**src/source/vctrl_pkg.sv**
```systemverilog
// Vector controller shared definitions
// Opcodes, CSR addresses, vtype layout and the two views of an instruction word
`default_nettype none

package vctrl_pkg;

  // Datapath widths
  localparam int unsigned ELEN = 32;
  localparam int unsigned ID_W = 4;
  localparam int unsigned VL_W = 16;

  //////////////////////////////////////////////////
  // Instruction and CSR encodings
  //////////////////////////////////////////////////

  localparam logic [6:0] opc_op_v     = 7'b1010111;
  localparam logic [6:0] opc_system   = 7'b1110011;
  localparam logic [2:0] funct3_opcfg = 3'd7;

  localparam logic [11:0] csr_vstart = 12'h008;
  localparam logic [11:0] csr_vl     = 12'hC20;
  localparam logic [11:0] csr_vtype  = 12'hC21;
  localparam logic [11:0] csr_vlenb  = 12'hC22;

  // Element width codes
  localparam logic [2:0] vsew_8  = 3'd0;
  localparam logic [2:0] vsew_16 = 3'd1;
  localparam logic [2:0] vsew_32 = 3'd2;
  localparam logic [2:0] vsew_64 = 3'd3;

  // Register group multiplier codes, 4 is reserved
  localparam logic [2:0] lmul_1   = 3'd0;
  localparam logic [2:0] lmul_2   = 3'd1;
  localparam logic [2:0] lmul_4   = 3'd2;
  localparam logic [2:0] lmul_8   = 3'd3;
  localparam logic [2:0] lmul_res = 3'd4;
  localparam logic [2:0] lmul_f8  = 3'd5;
  localparam logic [2:0] lmul_f4  = 3'd6;
  localparam logic [2:0] lmul_f2  = 3'd7;

  //////////////////////////////////////////////////
  // Types
  //////////////////////////////////////////////////

  // Low eight bits follow the vtype CSR layout
  typedef struct packed {
    logic       vill;
    logic       vma;
    logic       vta;
    logic [2:0] vsew;
    logic [2:0] vlmul;
  } vtype_t;

  // vsetvli and vsetvl
  typedef struct packed {
    logic       b31;
    logic       b30;
    logic [9:0] zimm;
    logic [4:0] rs1;
    logic [2:0] funct3;
    logic [4:0] rd;
    logic [6:0] opcode;
  } cfg_fmt_t;

  // Zicsr register forms
  typedef struct packed {
    logic [11:0] csr;
    logic [4:0]  rs1;
    logic [2:0]  funct3;
    logic [4:0]  rd;
    logic [6:0]  opcode;
  } csr_fmt_t;

  typedef union packed {
    cfg_fmt_t cfg;
    csr_fmt_t csr;
  } instr_u;

  typedef enum logic [1:0] {
    op_cfg,
    op_csr,
    op_vec
  } op_kind_e;

  // Matches funct3[1:0] of csrrw, csrrs and csrrc
  typedef enum logic [1:0] {
    csr_rw = 2'd1,
    csr_rs = 2'd2,
    csr_rc = 2'd3
  } csr_fn_e;

endpackage

`default_nettype wire

```
**src/source/vctrl_csr_exec.sv**
```systemverilog
// Vector CSR state and configuration execute
// Holds vstart, vl and vtype, runs vsetvl(i) and the CSR read/modify/write forms
`default_nettype none

module vctrl_csr_exec #(
  parameter int unsigned VLEN = 128
) (
  input  logic                         clk_i,
  input  logic                         rst_n_i,
  input  logic                         exec_fire_i,
  input  vctrl_pkg::op_kind_e          exec_kind_i,
  input  logic [31:0]                  exec_instr_i,
  input  logic [vctrl_pkg::ELEN-1:0]   exec_rs1_i,
  input  logic [vctrl_pkg::ELEN-1:0]   exec_rs2_i,
  output logic [vctrl_pkg::ELEN-1:0]   exec_data_o,
  output logic [vctrl_pkg::VL_W-1:0]   vl_o,
  output vctrl_pkg::vtype_t            vtype_o,
  output logic [vctrl_pkg::VL_W-1:0]   vstart_o,
  output logic                         vill_o
);

  localparam int unsigned VL_W = vctrl_pkg::VL_W;
  localparam int unsigned ELEN = vctrl_pkg::ELEN;
  localparam logic [VL_W-1:0] VLENB = VL_W'(VLEN / 8);
  localparam vctrl_pkg::vtype_t VTYPE_ILL = '{vill: 1'b1, default: '0};

  vctrl_pkg::instr_u instr;
  vctrl_pkg::vtype_t cfg_vtype;
  logic              cfg_ok;
  logic [VL_W-1:0]   sew_max;
  logic [VL_W-1:0]   vlmax;
  logic [VL_W-1:0]   cfg_vl;
  logic [ELEN-1:0]   csr_old;
  logic [VL_W-1:0]   csr_wdata;

  vctrl_pkg::vtype_t vtype_q;
  vctrl_pkg::vtype_t vtype_d;
  logic [VL_W-1:0]   vl_q;
  logic [VL_W-1:0]   vl_d;
  logic [VL_W-1:0]   vstart_q;
  logic [VL_W-1:0]   vstart_d;

  assign instr = vctrl_pkg::instr_u'(exec_instr_i);

  //////////////////////////////////////////////////
  // Configuration
  //////////////////////////////////////////////////

  always_comb begin : cfg_calc
    // vsetvl has bit 31 set and takes vtype from rs2
    if (instr.cfg.b31) begin
      cfg_vtype = vctrl_pkg::vtype_t'({1'b0, exec_rs2_i[7:0]});
    end else begin
      cfg_vtype = vctrl_pkg::vtype_t'({1'b0, instr.cfg.zimm[7:0]});
    end
    cfg_ok = (cfg_vtype.vsew < vctrl_pkg::vsew_64) &&
             !(cfg_vtype.vlmul inside {vctrl_pkg::lmul_res, vctrl_pkg::lmul_f8});

    sew_max = VLENB >> cfg_vtype.vsew;
    case (cfg_vtype.vlmul)
      vctrl_pkg::lmul_1:  vlmax = sew_max;
      vctrl_pkg::lmul_2:  vlmax = sew_max << 1;
      vctrl_pkg::lmul_4:  vlmax = sew_max << 2;
      vctrl_pkg::lmul_8:  vlmax = sew_max << 3;
      vctrl_pkg::lmul_f4: vlmax = sew_max >> 2;
      vctrl_pkg::lmul_f2: vlmax = sew_max >> 1;
      default:            vlmax = '0;
    endcase

    // rs1 = x0 with rd != x0 requests vlmax
    if (!cfg_ok) begin
      cfg_vl = '0;
    end else if (instr.cfg.rs1 == 5'd0 && instr.cfg.rd != 5'd0) begin
      cfg_vl = vlmax;
    end else if (exec_rs1_i < ELEN'(vlmax)) begin
      cfg_vl = VL_W'(exec_rs1_i);
    end else begin
      cfg_vl = vlmax;
    end
  end

  //////////////////////////////////////////////////
  // CSR access
  //////////////////////////////////////////////////

  always_comb begin : csr_calc
    case (instr.csr.csr)
      vctrl_pkg::csr_vstart: csr_old = ELEN'(vstart_q);
      vctrl_pkg::csr_vl:     csr_old = ELEN'(vl_q);
      vctrl_pkg::csr_vtype:  csr_old = {vtype_q.vill, {(ELEN-9){1'b0}}, vtype_q[7:0]};
      vctrl_pkg::csr_vlenb:  csr_old = ELEN'(VLENB);
      default:               csr_old = '0;
    endcase

    case (vctrl_pkg::csr_fn_e'(instr.csr.funct3[1:0]))
      vctrl_pkg::csr_rw: csr_wdata = VL_W'(exec_rs1_i);
      vctrl_pkg::csr_rs: csr_wdata = vstart_q | VL_W'(exec_rs1_i);
      vctrl_pkg::csr_rc: csr_wdata = vstart_q & ~VL_W'(exec_rs1_i);
      default:           csr_wdata = vstart_q;
    endcase
  end

  always_comb begin : next_state
    vl_d     = vl_q;
    vtype_d  = vtype_q;
    vstart_d = vstart_q;
    if (exec_fire_i) begin
      case (exec_kind_i)
        vctrl_pkg::op_cfg: begin
          vl_d    = cfg_vl;
          vtype_d = cfg_ok ? cfg_vtype : VTYPE_ILL;
        end
        vctrl_pkg::op_csr: begin
          if (instr.csr.csr == vctrl_pkg::csr_vstart) begin
            vstart_d = csr_wdata;
          end
        end
        // Every dispatched vector operation restarts at element 0
        default: vstart_d = '0;
      endcase
    end
  end

  always_ff @(posedge clk_i or negedge rst_n_i) begin
    if (!rst_n_i) begin
      vl_q     <= '0;
      vtype_q  <= VTYPE_ILL;
      vstart_q <= '0;
    end else begin
      vl_q     <= vl_d;
      vtype_q  <= vtype_d;
      vstart_q <= vstart_d;
    end
  end

  assign exec_data_o = (exec_kind_i == vctrl_pkg::op_cfg) ? ELEN'(cfg_vl) : csr_old;
  assign vl_o        = vl_q;
  assign vtype_o     = vtype_q;
  assign vstart_o    = vstart_q;
  assign vill_o      = vtype_q.vill;

  vl_bound_a: assert property (@(posedge clk_i) disable iff (!rst_n_i)
    vl_q <= VL_W'(VLEN));

endmodule

`default_nettype wire

```
**src/source/vctrl_decoder.sv**
```systemverilog
// Vector controller decode stage
// Classifies an issued word, answers accept or reject and registers the operation
`default_nettype none

module vctrl_decoder (
  input  logic                         clk_i,
  input  logic                         rst_n_i,
  input  logic                         issue_valid_i,
  input  logic [31:0]                  issue_instr_i,
  input  logic [vctrl_pkg::ELEN-1:0]   issue_rs1_i,
  input  logic [vctrl_pkg::ELEN-1:0]   issue_rs2_i,
  input  logic [vctrl_pkg::ID_W-1:0]   issue_id_i,
  output logic                         issue_ready_o,
  output logic                         issue_accept_o,
  input  logic                         vill_i,
  input  logic                         dec_ready_i,
  output logic                         dec_valid_o,
  output vctrl_pkg::op_kind_e          dec_kind_o,
  output logic [31:0]                  dec_instr_o,
  output logic [vctrl_pkg::ELEN-1:0]   dec_rs1_o,
  output logic [vctrl_pkg::ELEN-1:0]   dec_rs2_o,
  output logic [vctrl_pkg::ID_W-1:0]   dec_id_o
);

  vctrl_pkg::instr_u   instr;
  vctrl_pkg::op_kind_e kind;
  logic                csr_known;
  logic                csr_write;
  logic                accept;
  logic                load;

  assign instr = vctrl_pkg::instr_u'(issue_instr_i);

  //////////////////////////////////////////////////
  // Classification
  //////////////////////////////////////////////////

  always_comb begin : classify
    csr_known = instr.csr.csr inside {vctrl_pkg::csr_vstart, vctrl_pkg::csr_vl,
                                      vctrl_pkg::csr_vtype, vctrl_pkg::csr_vlenb};
    // csrrs and csrrc with x0 only read
    csr_write = (instr.csr.funct3[1:0] == vctrl_pkg::csr_rw) || (instr.csr.rs1 != 5'd0);
    kind      = vctrl_pkg::op_vec;
    accept    = 1'b0;

    if (instr.cfg.opcode == vctrl_pkg::opc_op_v) begin
      if (instr.cfg.funct3 == vctrl_pkg::funct3_opcfg) begin
        kind   = vctrl_pkg::op_cfg;
        accept = 1'b1;
      end else begin
        // No arithmetic on an illegal vtype
        kind   = vctrl_pkg::op_vec;
        accept = !vill_i;
      end
    end else if (instr.csr.opcode == vctrl_pkg::opc_system &&
                 instr.csr.funct3 inside {3'd1, 3'd2, 3'd3}) begin
      kind   = vctrl_pkg::op_csr;
      // Only vstart is writable
      accept = csr_known && (!csr_write || instr.csr.csr == vctrl_pkg::csr_vstart);
    end
  end

  assign issue_accept_o = accept;
  assign issue_ready_o  = !dec_valid_o || dec_ready_i;
  assign load           = issue_valid_i && issue_ready_o && accept;

  //////////////////////////////////////////////////
  // Decode register
  //////////////////////////////////////////////////

  always_ff @(posedge clk_i or negedge rst_n_i) begin
    if (!rst_n_i) begin
      dec_valid_o <= 1'b0;
    end else if (load) begin
      dec_valid_o <= 1'b1;
    end else if (dec_ready_i) begin
      dec_valid_o <= 1'b0;
    end
  end

  always_ff @(posedge clk_i) begin
    if (load) begin
      dec_kind_o  <= kind;
      dec_instr_o <= issue_instr_i;
      dec_rs1_o   <= issue_rs1_i;
      dec_rs2_o   <= issue_rs2_i;
      dec_id_o    <= issue_id_i;
    end
  end

  // A waiting operation stays put until the issue stage takes it
  dec_hold_a: assert property (@(posedge clk_i) disable iff (!rst_n_i)
    dec_valid_o && !dec_ready_i |=> dec_valid_o && $stable(dec_instr_o));

endmodule

`default_nettype wire

```
**src/source/vctrl_issue.sv**
```systemverilog
// Vector controller issue and write-back stage
// Output register that routes vector work to the vector unit and scalar
// results back to the core, both under valid/ready back-pressure
`default_nettype none

module vctrl_issue (
  input  logic                         clk_i,
  input  logic                         rst_n_i,
  input  logic                         dec_valid_i,
  input  vctrl_pkg::op_kind_e          dec_kind_i,
  input  logic [31:0]                  dec_instr_i,
  input  logic [vctrl_pkg::ID_W-1:0]   dec_id_i,
  output logic                         dec_ready_o,
  output logic                         exec_fire_o,
  input  logic [vctrl_pkg::ELEN-1:0]   exec_data_i,
  input  logic [vctrl_pkg::VL_W-1:0]   vl_i,
  input  vctrl_pkg::vtype_t            vtype_i,
  input  logic [vctrl_pkg::VL_W-1:0]   vstart_i,
  output logic                         vec_valid_o,
  output logic [31:0]                  vec_instr_o,
  output logic [vctrl_pkg::VL_W-1:0]   vec_vl_o,
  output vctrl_pkg::vtype_t            vec_vtype_o,
  output logic [vctrl_pkg::VL_W-1:0]   vec_vstart_o,
  input  logic                         vec_ready_i,
  output logic                         result_valid_o,
  output logic [vctrl_pkg::ID_W-1:0]   result_id_o,
  output logic [4:0]                   result_rd_o,
  output logic [vctrl_pkg::ELEN-1:0]   result_data_o,
  input  logic                         result_ready_i
);

  logic                         out_valid_q;
  logic                         out_vec_q;
  logic                         out_done;
  vctrl_pkg::instr_u            instr_q;
  logic [vctrl_pkg::ID_W-1:0]   id_q;
  logic [vctrl_pkg::ELEN-1:0]   data_q;
  logic [vctrl_pkg::VL_W-1:0]   vl_q;
  vctrl_pkg::vtype_t            vtype_q;
  logic [vctrl_pkg::VL_W-1:0]   vstart_q;

  //////////////////////////////////////////////////
  // Flow control
  //////////////////////////////////////////////////

  assign vec_valid_o    = out_valid_q && out_vec_q;
  assign result_valid_o = out_valid_q && !out_vec_q;
  assign out_done       = (vec_valid_o && vec_ready_i) || (result_valid_o && result_ready_i);

  // Load when empty or when the held operation leaves this cycle
  assign dec_ready_o = !out_valid_q || out_done;
  assign exec_fire_o = dec_valid_i && dec_ready_o;

  always_ff @(posedge clk_i or negedge rst_n_i) begin
    if (!rst_n_i) begin
      out_valid_q <= 1'b0;
      out_vec_q   <= 1'b0;
    end else if (exec_fire_o) begin
      out_valid_q <= 1'b1;
      out_vec_q   <= (dec_kind_i == vctrl_pkg::op_vec);
    end else if (out_done) begin
      out_valid_q <= 1'b0;
    end
  end

  // CSR values here are from before the update on this same edge
  always_ff @(posedge clk_i) begin
    if (exec_fire_o) begin
      instr_q  <= vctrl_pkg::instr_u'(dec_instr_i);
      id_q     <= dec_id_i;
      data_q   <= exec_data_i;
      vl_q     <= vl_i;
      vtype_q  <= vtype_i;
      vstart_q <= vstart_i;
    end
  end

  //////////////////////////////////////////////////
  // Outputs
  //////////////////////////////////////////////////

  assign vec_instr_o  = instr_q;
  assign vec_vl_o     = vl_q;
  assign vec_vtype_o  = vtype_q;
  assign vec_vstart_o = vstart_q;

  // rd sits in the same place in both views
  assign result_id_o   = id_q;
  assign result_rd_o   = instr_q.csr.rd;
  assign result_data_o = data_q;

  // Vector unit sees the same operation until it takes it
  vec_hold_a: assert property (@(posedge clk_i) disable iff (!rst_n_i)
    vec_valid_o && !vec_ready_i |=>
      vec_valid_o && $stable(vec_instr_o) && $stable(vec_vl_o) &&
      $stable(vec_vtype_o) && $stable(vec_vstart_o));

  // Core sees the same write-back until it takes it
  result_hold_a: assert property (@(posedge clk_i) disable iff (!rst_n_i)
    result_valid_o && !result_ready_i |=>
      result_valid_o && $stable(result_data_o) && $stable(result_id_o) &&
      $stable(result_rd_o));

endmodule

`default_nettype wire

```
**src/source/vctrl_top.sv**
```systemverilog
// Vector extension controller
// Decode, CSR execute and issue/write-back stages between the core and a vector unit
`default_nettype none

module vctrl_top #(
  parameter int unsigned VLEN = 128
) (
  input  logic                         clk_i,
  input  logic                         rst_n_i,
  // Issue from the core
  input  logic                         issue_valid_i,
  output logic                         issue_ready_o,
  input  logic [31:0]                  issue_instr_i,
  input  logic [vctrl_pkg::ELEN-1:0]   issue_rs1_i,
  input  logic [vctrl_pkg::ELEN-1:0]   issue_rs2_i,
  input  logic [vctrl_pkg::ID_W-1:0]   issue_id_i,
  output logic                         issue_accept_o,
  // Vector unit
  output logic                         vec_valid_o,
  input  logic                         vec_ready_i,
  output logic [31:0]                  vec_instr_o,
  output logic [vctrl_pkg::VL_W-1:0]   vec_vl_o,
  output vctrl_pkg::vtype_t            vec_vtype_o,
  output logic [vctrl_pkg::VL_W-1:0]   vec_vstart_o,
  // Write-back to the core
  output logic                         result_valid_o,
  input  logic                         result_ready_i,
  output logic [vctrl_pkg::ID_W-1:0]   result_id_o,
  output logic [4:0]                   result_rd_o,
  output logic [vctrl_pkg::ELEN-1:0]   result_data_o
);

  logic                         vill;
  logic                         dec_valid;
  logic                         dec_ready;
  vctrl_pkg::op_kind_e          dec_kind;
  logic [31:0]                  dec_instr;
  logic [vctrl_pkg::ELEN-1:0]   dec_rs1;
  logic [vctrl_pkg::ELEN-1:0]   dec_rs2;
  logic [vctrl_pkg::ID_W-1:0]   dec_id;
  logic                         exec_fire;
  logic [vctrl_pkg::ELEN-1:0]   exec_data;
  logic [vctrl_pkg::VL_W-1:0]   cur_vl;
  vctrl_pkg::vtype_t            cur_vtype;
  logic [vctrl_pkg::VL_W-1:0]   cur_vstart;

  vctrl_decoder vctrl_decoder_inst (
    .clk_i          (clk_i),
    .rst_n_i        (rst_n_i),
    .issue_valid_i  (issue_valid_i),
    .issue_instr_i  (issue_instr_i),
    .issue_rs1_i    (issue_rs1_i),
    .issue_rs2_i    (issue_rs2_i),
    .issue_id_i     (issue_id_i),
    .issue_ready_o  (issue_ready_o),
    .issue_accept_o (issue_accept_o),
    .vill_i         (vill),
    .dec_ready_i    (dec_ready),
    .dec_valid_o    (dec_valid),
    .dec_kind_o     (dec_kind),
    .dec_instr_o    (dec_instr),
    .dec_rs1_o      (dec_rs1),
    .dec_rs2_o      (dec_rs2),
    .dec_id_o       (dec_id)
  );

  vctrl_csr_exec #(
    .VLEN (VLEN)
  ) vctrl_csr_exec_inst (
    .clk_i        (clk_i),
    .rst_n_i      (rst_n_i),
    .exec_fire_i  (exec_fire),
    .exec_kind_i  (dec_kind),
    .exec_instr_i (dec_instr),
    .exec_rs1_i   (dec_rs1),
    .exec_rs2_i   (dec_rs2),
    .exec_data_o  (exec_data),
    .vl_o         (cur_vl),
    .vtype_o      (cur_vtype),
    .vstart_o     (cur_vstart),
    .vill_o       (vill)
  );

  vctrl_issue vctrl_issue_inst (
    .clk_i          (clk_i),
    .rst_n_i        (rst_n_i),
    .dec_valid_i    (dec_valid),
    .dec_kind_i     (dec_kind),
    .dec_instr_i    (dec_instr),
    .dec_id_i       (dec_id),
    .dec_ready_o    (dec_ready),
    .exec_fire_o    (exec_fire),
    .exec_data_i    (exec_data),
    .vl_i           (cur_vl),
    .vtype_i        (cur_vtype),
    .vstart_i       (cur_vstart),
    .vec_valid_o    (vec_valid_o),
    .vec_instr_o    (vec_instr_o),
    .vec_vl_o       (vec_vl_o),
    .vec_vtype_o    (vec_vtype_o),
    .vec_vstart_o   (vec_vstart_o),
    .vec_ready_i    (vec_ready_i),
    .result_valid_o (result_valid_o),
    .result_id_o    (result_id_o),
    .result_rd_o    (result_rd_o),
    .result_data_o  (result_data_o),
    .result_ready_i (result_ready_i)
  );

endmodule

`default_nettype wire

```
**config.mk**
```make
export PLATFORM = sky130hd
export DESIGN_NAME = vctrl_top
export DESIGN_NICKNAME = d
export VERILOG_FILES = /design/src/source/vctrl_pkg.sv /design/src/source/vctrl_csr_exec.sv /design/src/source/vctrl_decoder.sv /design/src/source/vctrl_issue.sv /design/src/source/vctrl_top.sv
export SDC_FILE = /design/constraint.sdc
export NUM_CORES = 1
export LEC_CHECK = 0
export ABC_CLOCK_PERIOD_IN_PS = 7800
export BUFFER_PORTS_ARGS = -buffer_cell sky130_fd_sc_hd__buf_2
export CAP_MARGIN = 30
export CORE_ASPECT_RATIO = 0.9
export CORE_MARGIN = 2
export CORE_UTILIZATION = 49
export DETAILED_ROUTE_END_ITERATION = 8
export PLACE_DENSITY = 0.84
export REMOVE_ABC_BUFFERS = 1
export SKIP_LAST_GASP = 1
export SLEW_MARGIN = 20
export SYNTH_ARGS = -nofsm -noshare
export SYNTH_HDL_FRONTEND = slang
export SYNTH_HIERARCHICAL = 1
export SYNTH_SLANG_ARGS = --single-unit
```
**constraint.sdc**
```tcl
create_clock -name clk_i -period 7.8 [get_ports clk_i]
set_input_delay 0.39 -clock clk_i [delete_from_list [all_inputs] [get_ports clk_i]]
set_output_delay 0.39 -clock clk_i [all_outputs]
set_load 0.02 [all_outputs]
```
==> Yosys cells after proc, flatten, opt, wreduce, memory -nomap -nowiden <==
Cells that the tools add are included.
{ "classes": {"bitwise_logic": 4, "shifts": 1, "n_lt_le_gt_ge": 2, "n_eq_ne": 29, "n_mux": 21, "reduce_logical": 34} }
{ "ops": {"columns": ["op", "n"], "rows": [
  ["$pmux 32 s4", 1],
  ["$pmux 16 s6", 1],
  ["$mux 16", 5],
  ["$eq 12x12->1 const B", 6],
  ["$pmux 16 s3", 1],
  ["$lt 32x16->1", 1],
  ["$pmux 16 s2", 1],
  ["$eq 12x4->1 const B", 2],
  ["$and 16x16->16", 1],
  ["$not 16->16", 1],
  ["$or 16x16->16", 1],
  ["$shr 5x3->16 const A", 1],
  ["$eq 3x3->1 const B", 5],
  ["$eq 7x7->1 const B", 2],
  ["$eq 3x2->1 const B", 4],
  ["$logic_and 1x1->1", 11],
  ["$reduce_bool 5->1", 2],
  ["$mux 9", 1],
  ["$mux 8", 1],
  ["$mux 1", 7],
  ["$eq 2x1->1 const B", 3],
  ["$eq 2x2->1 const B", 3],
  ["$eq 3x1->1 const B", 2],
  ["$logic_not 1->1", 6],
  ["other kinds (14)", 22]
]} }
{ "totals": {"output_inout_bits": 118, "in_bits": 105, "ff_bits": 231} }

==> Depth between registers and ports, before layout <==
Gate-level depths: netlist (run 1).
{ "logic_depth": {"word_depth": 9, "mapped_depth": 14, "mapped_depth_nobuf": 12} }

==> By module <==
Netlist (run 1), hierarchy kept.
{ "modules_own_cells": {"columns": ["mod", "cells_each", "n_inst", "seq_area_each_um2", "area_each_um2"], "rows": [
  ["vctrl_issue", 129, 1, 3323.2, 3434.5],
  ["vctrl_decoder", 128, 1, 3088.0, 3263.1],
  ["vctrl_csr_exec", 310, 1, 1027.2, 2826.5]
]} }

==> Worst setup path after synthesis (run 1) <==
No wires, ideal clock.
{ "synth_timing": {"path_kind": "flip-flop to flip-flop", "start": "register vctrl_issue_inst.out_vec_q", "end": "register vctrl_csr_exec_inst.vtype_q, in the netlist vctrl_csr_exec_inst/vtype_o[1]", "period_less_slack_ns": 7.531, "arrival_ns": 7.446, "setup_time_ns": 0.085, "path_stages_with_launch": 6, "path_slack_ns": 0.269, "n_path_buf": 1, "cell_sequence": "dfrtp_1 > mux2i_1 > a21oi_1 > nand3_1 > clkbuf_1 > o21ai_0"} }
{ "synth_via": {"elab_chain_cells": 7, "elab_cells_between_ends": 9, "cone_classes": "reduce/logical: 9"} }
{ "synth_lines": {"columns": ["element", "line", "text"], "rows": [
  ["start, declared", "vctrl_issue.sv:33", "logic out_vec_q;"],
  ["start signal, assigned", "vctrl_issue.sv:60", "out_vec_q <= (dec_kind_i == vctrl_pkg::op_vec);"],
  ["$logic_not 1->1", "vctrl_issue.sv:47", "assign result_valid_o = out_valid_q && !out_vec_q;"],
  ["$logic_and 1x1->1", "vctrl_issue.sv:47", null],
  ["$logic_and 1x1->1", "vctrl_issue.sv:48", "assign out_done = (vec_valid_o && vec_ready_i) || (result_valid_o && result_ready_i);"],
  ["$logic_or 1x1->1 (*)", "vctrl_issue.sv:48", null],
  ["$logic_or 1x1->1 (*)", "vctrl_issue.sv:51", "assign dec_ready_o = !out_valid_q || out_done;"],
  ["$logic_and 1x1->1 (*)", "vctrl_issue.sv:52", "assign exec_fire_o = dec_valid_i && dec_ready_o;"],
  ["via exec_fire", "vctrl_top.sv:41", "logic exec_fire;"],
  ["$reduce_and 2->1 (no line) (*)", null, null],
  ["end signal, assigned", "vctrl_csr_exec.sv:131", "vtype_q <= vtype_d;"],
  ["end, declared", "vctrl_csr_exec.sv:36", "vctrl_pkg::vtype_t vtype_q;"]
]} }
Mark *: on every way through the listed nets, which the timed path passes. The rest lies on a longest branch.
A chain may end at the register's enable or synchronous reset.

==> Final worst setup path (run 1) <==
{ "layout_timing": {"start": "register vctrl_decoder_inst.dec_instr_o[31]", "end": "register vctrl_issue_inst.data_q, in the netlist vctrl_issue_inst/result_data_o[0] (data pin)"} }
{ "layout_via": {"elab_chain_cells": 8, "elab_cells_between_ends": 25, "cone_classes": "order compare: 2; eq/ne: 11; shift: 1; mux: 7; reduce/logical: 4"} }
{ "layout_lines": {"columns": ["element", "line", "text"], "rows": [
  ["start, declared", "vctrl_decoder.sv:19", "output logic [31:0] dec_instr_o,"],
  ["start signal, assigned", "vctrl_decoder.sv:84", "dec_instr_o <= issue_instr_i;"],
  ["$mux 8", "vctrl_csr_exec.sv:51", "if (instr.cfg.b31) begin"],
  ["$shr 5x3->16, or another cell as far along", "vctrl_csr_exec.sv:59", "sew_max = VLENB >> cfg_vtype.vsew;"],
  ["$pmux 16 s6", "vctrl_csr_exec.sv:60", "case (cfg_vtype.vlmul)"],
  ["$lt 32x16->1", "vctrl_csr_exec.sv:75", "end else if (exec_rs1_i < ELEN'(vlmax)) begin"],
  ["$mux 16", "vctrl_csr_exec.sv:75", null],
  ["$mux 16", "vctrl_csr_exec.sv:73", "end else if (instr.cfg.rs1 == 5'd0 && instr.cfg.rd != 5'd0) begin"],
  ["$mux 16", "vctrl_csr_exec.sv:71", "if (!cfg_ok) begin"],
  ["$mux 16 (*)", "vctrl_csr_exec.sv:136", "assign exec_data_o = (exec_kind_i == vctrl_pkg::op_cfg) ? ELEN'(cfg_vl) : csr_old;"],
  ["via exec_data, one bit", "vctrl_top.sv:42", "logic [vctrl_pkg::ELEN-1:0] exec_data;"],
  ["end signal, assigned", "vctrl_issue.sv:71", "data_q <= exec_data_i;"],
  ["end, declared", "vctrl_issue.sv:37", "logic [vctrl_pkg::ELEN-1:0] data_q;"]
]} }
Marked as above.

==> metrics.txt, run 1 <==
CP Max Fanout=19; io pins=223; H-tree depth=1; cts bufs inserted=23; Die X=145.3 um; vias in the first global route=5,467; synth warn=6; Total GRT Usage=0.1992; drt total wl=19,280 um; Clock Skews=0.01599 ns; Min-Delay Path Class=in2reg; crit path kind=reg2reg; CP startpoint kind=flop; initial antenna violation count=3; clock transition at the registers of the reported paths=0.06 ns; Avg WL per Cell=19.03 um; Tmin final=4.558 ns; Layout area overhead=22.23%; commonest non-fill, non-tap cell in the layout=buf_2; critical path required time=8.00 ns; die area=19,060 um^2; slowest CP cell=or4_1; crit share post-route=0.5843; Final Hold Viols=0; Psw=0.4406 mW; RSZ-0062 raised after global routing=false; drt initial violations=489; post-synthesis cell count=543; Max-Cap Viols=0; Routability Congestion=0.9185; first-pass GRT wire length=29,810 um; Die Y=131.2 um; post-CTS setup buffer count=0; syn_area_per_cell=16.21 um^2; Cell Area, Synth=8803 um^2; Initial Util=0.4999; Max Root-Sink Buffers=3; CTS tree=yes; Post-route DRC=0; Worst slew margin=0.3614; share of layout cells above drive strength 1=0.3351; row count=46; CTS root buffer=clkbuf_16; sw frac=0.1855; worst-path cell chain=buf_8, mux2i_2, nand2_1, nor3_1, inv_1, ha_1, a211oi_1, nand4_1, or4_1, a211oi_4, mux2i_1, o22ai_1; final setup margin=3.242 ns; fill count=1,307; Cell Count, Final, Fillers Out=1,013; crit-path max cell delay=0.62 ns; largest net degree at the start of global routing=60; FF-to-FF setup slack=3.24 ns; logic gate share of total power=0.017; Clk pwr share=0.423; 1st-pass router iterations=5; Placement Setup Slack=3.004 ns; DRT antenna net count=0; GRT overflow=0; core area=17,610 um^2; routed vias/inst=5.374; vias post-DR=5,444; PwrDens=220.7 nW/um^2; DP HPWL=13,120 um; Reg power frac=0.560; leakage=3.993 nW; cell total after placement=968; worst skew pair latency=0.50 ns; commonest non-fill, non-tap cells in the layout=198 x buf_2, 187 x edfxtp_1, 43 x dfrtp_1; Worst Path Arrival=4.76 ns; Least-Margin Pin Slew=0.9556 ns; P_int=1.934 mW; final-report max-slew violation count=0; Max Freq=219.4 MHz; Setup Viol. Count Final=0; CP Capture Type=flop; Peak supply drop=0.0001556 V; CTS Sinks=231; Port Buffers=198; fin nets=867; outcome=finished clean
[worst max-delay path: cells and delay by family (launching register included)]
| kind | cells | cell delay, ns |
|---|---|---|
| fa+ha+maj | 1 | 0.34 |
| simple gates | 4 | 1.30 |
| flops | 1 | 0.49 |
| mux | 2 | 0.82 |
| compound gates | 3 | 1.00 |
| buf+inv | 2 | 0.31 |
[cell type report]
| type | instances | area (um^2) | area share |
|---|---|---|---|
| repair buffers | 208 | 1116 | 0.1037 |
| well taps | 240 | 300.3 | 0.02791 |
| flip-flops and latches | 231 | 6718 | 0.6243 |
| diodes | 3 | 7.507 | 0.0006977 |
| clock inverters | 6 | 52.55 | 0.004884 |
| clock buffers | 34 | 626.9 | 0.05826 |
| multi-input cells | 277 | 1887 | 0.1753 |
| inverters | 14 | 52.55 | 0.004884 |
[routing by layer]
metal / track usage / up-vias / share of wire
met5: 0 / - / 0
met4: 0.08224 / 0 / 0.040
met3: 0.04688 / 54 / 0.086
met2: 0.3318 / 263 / 0.49
met1: 0.2529 / 2614 / 0.38
li1: - / 2513 / -
[per-stage QoR]
stage	power (mW)	util	cell area [um^2]	hold slack [ns]	TNS (ns)
after floorplan	1.364	-	8633	0.09441	-23.43
after detailed placement	1.396	0.5705	10050	0.4045	0
final	2.375	0.6110	10760	0.06538	0
after CTS	2.400	0.6097	10740	0.04563	0
after global placement	1.392	0.5674	9993	0.4004	0
after global routing	2.444	0.6110	10760	0.05370	0
[sequential cells by signal, summed over array words and instances (netlist names), 8 cells and up]
signal	count
vctrl_decoder_inst/dec_instr_o	32
vctrl_decoder_inst/dec_rs1_o	32
vctrl_issue_inst/result_data_o	32
vctrl_issue_inst/vec_instr_o	32
vctrl_csr_exec_inst/vl_o	16
vctrl_csr_exec_inst/vstart_o	16
vctrl_issue_inst/vec_vl_o	16
vctrl_issue_inst/vec_vstart_o	16
vctrl_issue_inst/vec_vtype_o	9
vctrl_csr_exec_inst/vtype_o	8
vctrl_decoder_inst/dec_rs2_o	8
[timing repair]
action	in CTS	in global routing
setup endpoints to repair	0	0
hold buffers	1	0
hold endpoints to repair	28	0
gates resized for setup	0	0
[worst paths after layout]
kind | startpoint | endpoint | cells after the start
worst min register to register | vctrl_decoder_inst/dec_instr_o[6]$_DFFE_PP_ | vctrl_issue_inst/vec_instr_o[6]$_DFFE_PP_ | 0
worst max register to register | vctrl_decoder_inst/dec_instr_o[31]$_DFFE_PP_ | vctrl_issue_inst/result_data_o[0]$_DFFE_PP_ | 12
min in group asynchronous | rst_n_i | vctrl_csr_exec_inst/vstart_o[12]$_DFFE_PN0P_ | 2
worst max-delay path | vctrl_decoder_inst/dec_instr_o[31]$_DFFE_PP_ | vctrl_issue_inst/result_data_o[0]$_DFFE_PP_ | 12
max in group asynchronous | rst_n_i | vctrl_csr_exec_inst/vill_o$_DFFE_PN1P_ | 3
worst min-delay path | issue_rs1_i[3] | vctrl_decoder_inst/dec_rs1_o[3]$_DFFE_PP_ | 1
[power groups by stage]
stage | registers, mW | clock network, mW | logic (mW)
after detailed placement | 1.36 | 0 | 0.0402
final | 1.33 | 1.00 | 0.0410
after global routing | 1.33 | 1.07 | 0.0460
after global placement | 1.36 | 0 | 0.0370
after floorplan | 1.36 | 0 | 0.00655
after CTS | 1.33 | 1.03 | 0.0408
Note: power is estimated with default switching activity, not from simulation.
==> run 2: changes to the inputs <==
- ABC_CLOCK_PERIOD_IN_PS: 7800 -> 3800
- clock period: 7.8 -> 3.8 ns (I/O delays scaled with it)
==> run 2 against run 1 <==
  * Sequential power increased by 110%
  * Flip-flop and latch count did not move
  * Worst setup slack lost 3.1 ns
  * Non-clock buffer count up 93
  * Register-to-register slack worse by 3.1 ns
  * Clock skew down 0.0052 ns
  * Count of clock-buffer cells in the layout decreased by 4
  * Die area is the same
  * Largest power group unchanged
  * Total power up 120%
  * Sequential share of layout area shrank 5.8 points
==> metrics.txt, run 2 (synthesized netlist as in run 1, its figures left out) <==
outcome=finished clean; Reg2Reg Launch Point=vctrl_decoder_inst/dec_instr_o[31]$_DFFE_PP_; vias in the first global route=6,234 (+14%); PwrDens=447.6 nW/um^2 (+100%); final-report max-slew violation count=0 (unchanged); critical path required time=4.12 ns (-3.88 ns); CP startpoint kind=flop; H-tree depth=1 (unchanged); crit share post-route=0.9667 (+0.3824); Max Freq=272.2 MHz (+24%); leakage=4.477 nW (+12%); initial antenna violation count=0 (-3); Tmin final=3.674 ns (-0.8840 ns); Peak supply drop=0.0003918 V (+150%); vias post-DR=6,055 (+11%); fin nets=960 (+11%); Port Buffers=198 (unchanged); cts bufs inserted=23 (unchanged); worst skew pair latency=0.50 ns (about the same); Most Crowded Layer GR=met2; Clock Skews=0.01079 ns (-0.005199 ns); Hold Path End=vctrl_issue_inst/out_valid_q$_DFFE_PN0P_; Final Hold Viols=0 (unchanged); Clk pwr share=0.457 (+0.034); hold depth=4 (+3); Max-Cap Viols=0 (unchanged); CTS Sinks=231 (unchanged); met3 usage in global routing=0.04826 (+0.001389); Reg power frac=0.514 (-0.046); hold_ws=0.1226 ns (+0.05722 ns); drt total wl=22,860 um (+19%); Die X=145.3 um (unchanged); Avg WL per Cell=20.69 um (+8.7%); io pins=223 (unchanged); Die Y=131.2 um (unchanged); sw frac=0.1877 (+0.002148); share of layout cells above drive strength 1=0.3364 (+0.001351); Initial Util=0.4999 (unchanged); grt met1 use=0.2884 (+0.03547); Placement Setup Slack=0.01738 ns (-2.986 ns); fill count=1,203 (-8.0%); routed vias/inst=5.480 (+2.0%); FF-to-FF setup slack=0.13 ns (-3.12 ns); Final Power=5.312 mW (+120%); crit path kind=reg2reg; DP HPWL=13,860 um (+5.6%); Total GRT Usage=0.2336 (+0.03442); sequential cell area=6718 um^2 (unchanged); P_int=4.315 mW (+120%); Layout area overhead=34.81%; DRT antenna net count=0 (unchanged); first-pass GRT wire length=34,640 um (+16%); commonest non-fill, non-tap cells in the layout=198 x buf_2, 187 x edfxtp_1, 78 x dlygate4sd3_1; CP Max Fanout=11 (-8); Routability Congestion=0.9301 (+1.3%); commonest non-fill, non-tap cell in the layout=buf_2; final setup margin=0.1264 ns (-3.116 ns); row count=46 (unchanged); drt initial violations=738 (+51%); 1st-pass router iterations=7 (+2); largest net degree at the start of global routing=78 (+30%); Critical R2R Capture=vctrl_issue_inst/result_data_o[1]$_DFFE_PP_; Worst slew margin=0.3236 (-0.03779); Worst Path Arrival=4.00 ns (-0.76 ns); die area=19,060 um^2 (unchanged); core area=17,610 um^2 (unchanged); CTS tree=yes; Psw=0.9969 mW (+130%); GRT overflow=0 (unchanged); Post-route DRC=0 (unchanged); logic gate share of total power=0.029 (+0.012); CTS root buffer=clkbuf_16; Max Root-Sink Buffers=3 (unchanged); HP Start=result_ready_i; worst-case reg-to-reg path depth=13 (+1); met2 Resource Use GR=0.4063 (+0.07451); area of the multi-input gates=1934 um^2 (+2.5%); CP Capture Type=flop; Antenna Cells=0 (-3); Least-Margin Pin Slew=1.012 ns (+0.05655 ns); clock transition at the registers of the reported paths=0.06 ns (about the same); Setup Viol. Count Final=0 (unchanged); Min-Delay Path Class=in2reg
[run 2: changes by cell type in the layout (fill, tap and decap cells not counted), moves of 4 or more]
cell / previous run / this run
buf_4: 6 / 18
bufinv_16: 1 / 5
clkbuf_1: 10 / 5
dlygate4sd3_1: 1 / 78
[run 2: cell type report]
| cell class | count | share of cell area |
|---|---|---|
| clock buffers | 30 | 0.05240 |
| clock inverters | 12 | 0.01613 |
| inverters | 14 | 0.004428 |
| multi-input cells | 277 | 0.1630 |
| flip-flops and latches | 231 | 0.5661 |
| well taps | 240 | 0.02530 |
| repair buffers | 301 | 0.1727 |
[run 2: worst max-delay path by stage]
stage	startpoint	endpoint	slack, ns	cells past startpoint
6_report	vctrl_decoder_inst/dec_instr_o[31]$_DFFE_PP_	vctrl_issue_inst/result_data_o[1]$_DFFE_PP_	0.13	13
5_1_grt	vctrl_decoder_inst/dec_instr_o[31]$_DFFE_PP_	vctrl_issue_inst/result_data_o[2]$_DFFE_PP_	-0.01	13
4_1_cts	vctrl_decoder_inst/dec_instr_o[31]$_DFFE_PP_	vctrl_issue_inst/result_data_o[4]$_DFFE_PP_	0.02	13
3_5_place_dp	vctrl_decoder_inst/dec_instr_o[31]$_DFFE_PP_	vctrl_issue_inst/result_data_o[4]$_DFFE_PP_	0.02	13
3_3_place_gp	vctrl_decoder_inst/dec_instr_o[31]$_DFFE_PP_	vctrl_issue_inst/result_data_o[4]$_DFFE_PP_	0.09	14
2_1_floorplan	vctrl_issue_inst/out_vec_q$_DFFE_PN0P_	vctrl_csr_exec_inst/vl_o[10]$_DFFE_PN0P_	-5.06	4
[run 2: through the flow]
| stage | TNS, ns | utilization | instances | cell area, um^2 |
|---|---|---|---|---|
| global placement | 0 | 0.5744 | 979 | 10120 |
| finish | 0 | 0.6738 | 1105 | 11870 |
| global route | -0.01262 | 0.6738 | 1105 | 11870 |
| detailed placement | 0 | 0.5759 | 980 | 10140 |
| floorplan | -554.73 | - | 522 | 8633 |
| CTS | 0 | 0.6670 | 1100 | 11750 |
[run 2: critical path, stage by stage, from the launching register on]
cell      delay, ns
edfxtp_1       0.43
buf_12         0.18
mux2i_2        0.24
nand2_2        0.13
nor3_2         0.24
inv_1          0.07
ha_1           0.34
a211oi_2       0.25
nand4_1        0.15
or4_4          0.59
a211oi_4       0.23
buf_6          0.17
mux2_4         0.30
o22ai_1        0.17
[run 2: power by group through the flow]
stage | Clock, mW | Combinational (mW) | Sequential (mW)
after floorplan | 0 | 0.0134 | 2.79
after global placement | 0 | 0.0778 | 2.78
after detailed placement | 0 | 0.0854 | 2.78
after CTS | 2.45 | 0.150 | 2.73
after global routing | 2.56 | 0.167 | 2.73
final | 2.43 | 0.155 | 2.73
[run 2: layer usage]
metal | vias up | routed length [um]
met4 | 0 | 994
li1 | 2685 | -
met5 | - | 0
met3 | 75 | 1895
met2 | 357 | 11600
met1 | 2938 | 8377
[run 2: timing repair]
action | CTS | global route
endpoints found under the setup margin | 7 | 16
setup buffers | 0 | 3
hold endpoints to repair | 100 | 0
hold buffers | 78 | 0
resized for setup | 2 | 11
pin swaps | 0 | 3
cloned | 0 | 1
==> run 3: changes to the inputs <==
- MAX_ROUTING_LAYER: default -> met4
- SETUP_SLACK_MARGIN: default -> 0.2
==> run 3 against run 2 <==
  * Highest routed layer unchanged
  * Cell count rose by 0.36%
  * Register-to-register slack gained 0.02 ns
  * Non-clock buffer count grew 3
  * Clock power decreased by 3%
  * Critical path depth stayed put
  * First-iteration DRC count up 19%
  * Global-route usage is 1.5 points higher
  * Core utilization up 1.1 points
  * Flip-flop and latch count did not move
  * Maximum frequency up 0.63%
  * Combinational power barely moved
  * Worst setup slack gained 0.023 ns
==> metrics.txt, run 3 (synthesized netlist as in run 1, its figures left out) <==
leakage=4.548 nW (+1.6%); Initial Util=0.4999 (unchanged); drt total wl=23,830 um (+4.2%); Max Root-Sink Buffers=3 (unchanged); Max Freq=273.9 MHz (+0.63%); cts bufs inserted=24 (+4.3%); RSZ-0062 raised after global routing=true; worst-case reg-to-reg path depth=13 (unchanged); H-tree depth=1 (unchanged); clock transition at the registers of the reported paths=0.06 ns (about the same); met3 usage in global routing=0.04965 (+0.001389); io pins=223 (unchanged); final-report max-slew violation count=0 (unchanged); row count=46 (unchanged); DRT antenna net count=0 (unchanged); Die X=145.3 um (unchanged); Final Hold Viols=0 (unchanged); Worst Path Arrival=3.86 ns (-0.14 ns); TNS Setup=0 ns (unchanged); slowest CP cell=or4_4; grt met1 use=0.2992 (+0.01078); fin nets=964 (+0.42%); Total GRT Usage=0.2484 (+0.01480); 1st-pass router iterations=8 (+1); commonest non-fill, non-tap cell in the layout=buf_2; worst-path cell chain=buf_12, mux2i_4, nand2_2, nor3_4, inv_1, ha_4, nor4_4, nand4_1, or4_4, a211oi_4, buf_6, mux2i_4, o22ai_1; drt initial violations=875 (+19%); Final Power=5.245 mW (-1.3%); CP Capture Type=flop; vias post-DR=6,244 (+3.1%); Max-Cap Viols=0 (unchanged); met2 Resource Use GR=0.4089 (+0.002633); largest net degree at the start of global routing=78 (unchanged); Layout Utilization=0.6844 (+0.01058); CTS Sinks=231 (unchanged); CP Max Fanout=11 (unchanged); Min-Delay Path Class=in2reg; die area=19,060 um^2 (unchanged); Peak supply drop=0.0003148 V (-20%); Post-route DRC=0 (unchanged); crit-path max cell delay=0.57 ns (-0.02 ns); Port Buffers=198 (unchanged); Worst Path Buf+Inv=3 (unchanged); outcome=finished clean; PwrDens=435.1 nW/um^2 (-2.8%); hold depth=4 (unchanged); crit path kind=reg2reg; worst skew pair latency=0.52 ns (+0.02 ns); cell repeated most along the worst path=mux2i_4; initial antenna violation count=1 (+1); core area=17,610 um^2 (unchanged); share of layout cells above drive strength 1=0.3560 (+0.01957); CTS root buffer=clkbuf_16; CTS tree=yes; routed vias/inst=5.630 (+2.7%); commonest non-fill, non-tap cells in the layout=198 x buf_2, 187 x edfxtp_1, 78 x dlygate4sd3_1; Avg WL per Cell=21.48 um (+3.8%); CP Depth=13 (unchanged); Tmin final=3.651 ns (-0.02289 ns); first-pass GRT wire length=35,860 um (+3.5%); Cell Count, Final, Fillers Out=1,109 (+0.36%); Setup Viol. Count Final=0 (unchanged); Least-Margin Pin Slew=1.023 ns (+0.01086 ns); Routability Congestion=0.9327 (+0.28%); crit-path leading delay family=simple AND/OR/NAND/NOR gates; DP HPWL=13,870 um (about the same); Worst slew margin=0.3164 (-0.007258); Layout area overhead=36.92%; CP startpoint kind=flop; critical path required time=4.01 ns (-0.11 ns); GRT overflow=0 (unchanged); Die Y=131.2 um (unchanged); Most Crowded Layer GR=met2; crit share post-route=0.9607 (-0.006024); vias in the first global route=6,282 (+0.77%); cell total after placement=981 (+0.10%); Clock Skews=0.01715 ns (+0.006357 ns)
run 3: changes by cell type in the layout (fill, tap and decap cells not counted), sizes merged:
| cell | delta |
|---|---|
| buf | +3 |
| bufbuf | +1 |
| bufinv | -2 |
| clkbuf | -4 |
| clkinv | +7 |
| clkinvlp | -2 |
| diode | +1 |
run 3: cell type report:
type / count / area, um^2
fillers: 1152 / 5558
repair buffers: 304 / 2097
multi-input cells: 277 / 2092
clock buffers: 27 / 643.1
clock inverters: 15 / 148.9
inverters: 14 / 52.55
flip-flops and latches: 231 / 6718
well taps: 240 / 300.3
diodes: 1 / 2.502
run 3: per-stage QoR:
step	worst slack, ns	cell area, um^2	hold slack [ns]
2_1_floorplan	-5.062	8633	-0.1056
3_3_place_gp	0.1413	10150	0.3665
3_5_place_dp	-0.07014	10170	0.1924
4_1_cts	0.2005	11870	0.006994
5_1_grt	0.08052	12050	0.03804
6_report	0.1493	12050	0.02409
run 3: layer usage:
metal	vias up	routed length (um)	share of wire
met4	0	1104	0.046
met1	3024	8688	0.36
met3	89	2184	0.092
met2	425	11850	0.50
li1	2706	-	-
met5	-	0	0
run 3: path summary, 6_finish.rpt:
kind                                                         startpoint                                            to  slack [ns]
max in group asynchronous                                       rst_n_i        vctrl_csr_exec_inst/vill_o$_DFFE_PN1P_        2.96
hold reg to reg                vctrl_decoder_inst/dec_id_o[1]$_DFFE_PP_     vctrl_issue_inst/result_id_o[1]$_DFFE_PP_        0.42
setup reg to reg           vctrl_decoder_inst/dec_instr_o[31]$_DFFE_PP_   vctrl_issue_inst/result_data_o[0]$_DFFE_PP_        0.15
min in group asynchronous                                       rst_n_i  vctrl_csr_exec_inst/vstart_o[13]$_DFFE_PN0P_        0.21
hold / removal                                              vec_ready_i        vctrl_issue_inst/out_vec_q$_DFFE_PN0P_        0.02
setup / recovery           vctrl_decoder_inst/dec_instr_o[31]$_DFFE_PP_   vctrl_issue_inst/result_data_o[0]$_DFFE_PP_        0.15
run 3: power breakdown:
group          switching, mW  leakage [nW]  total, mW  internal, mW
logic                 0.0636          1.88      0.157        0.0933
clock network          0.944         0.397       2.36          1.41
registers            0.00351          2.27       2.73          2.73
total                   1.01          4.55       5.24          4.23
run 3: worst reg2reg max path: stages (launching register included):
cell      delay [ns]
edfxtp_1        0.39
buf_12          0.17
mux2i_4         0.29
nand2_2         0.14
nor3_4          0.22
inv_1           0.10
ha_4            0.18
nor4_4          0.31
nand4_1         0.15
or4_4           0.57
a211oi_4        0.29
buf_6           0.19
mux2i_4         0.24
o22ai_1         0.11
run 3: repair_timing:
| item | in CTS | in global routing |
|---|---|---|
| pin swaps | 3 | 4 |
| hold buffers | 78 | 0 |
| setup buffers | 1 | 4 |
| endpoints found under the hold margin | 98 | 0 |
| gates cloned | 1 | 0 |
| resized for setup | 17 | 19 |
| endpoints found under the setup margin | 16 | 16 |
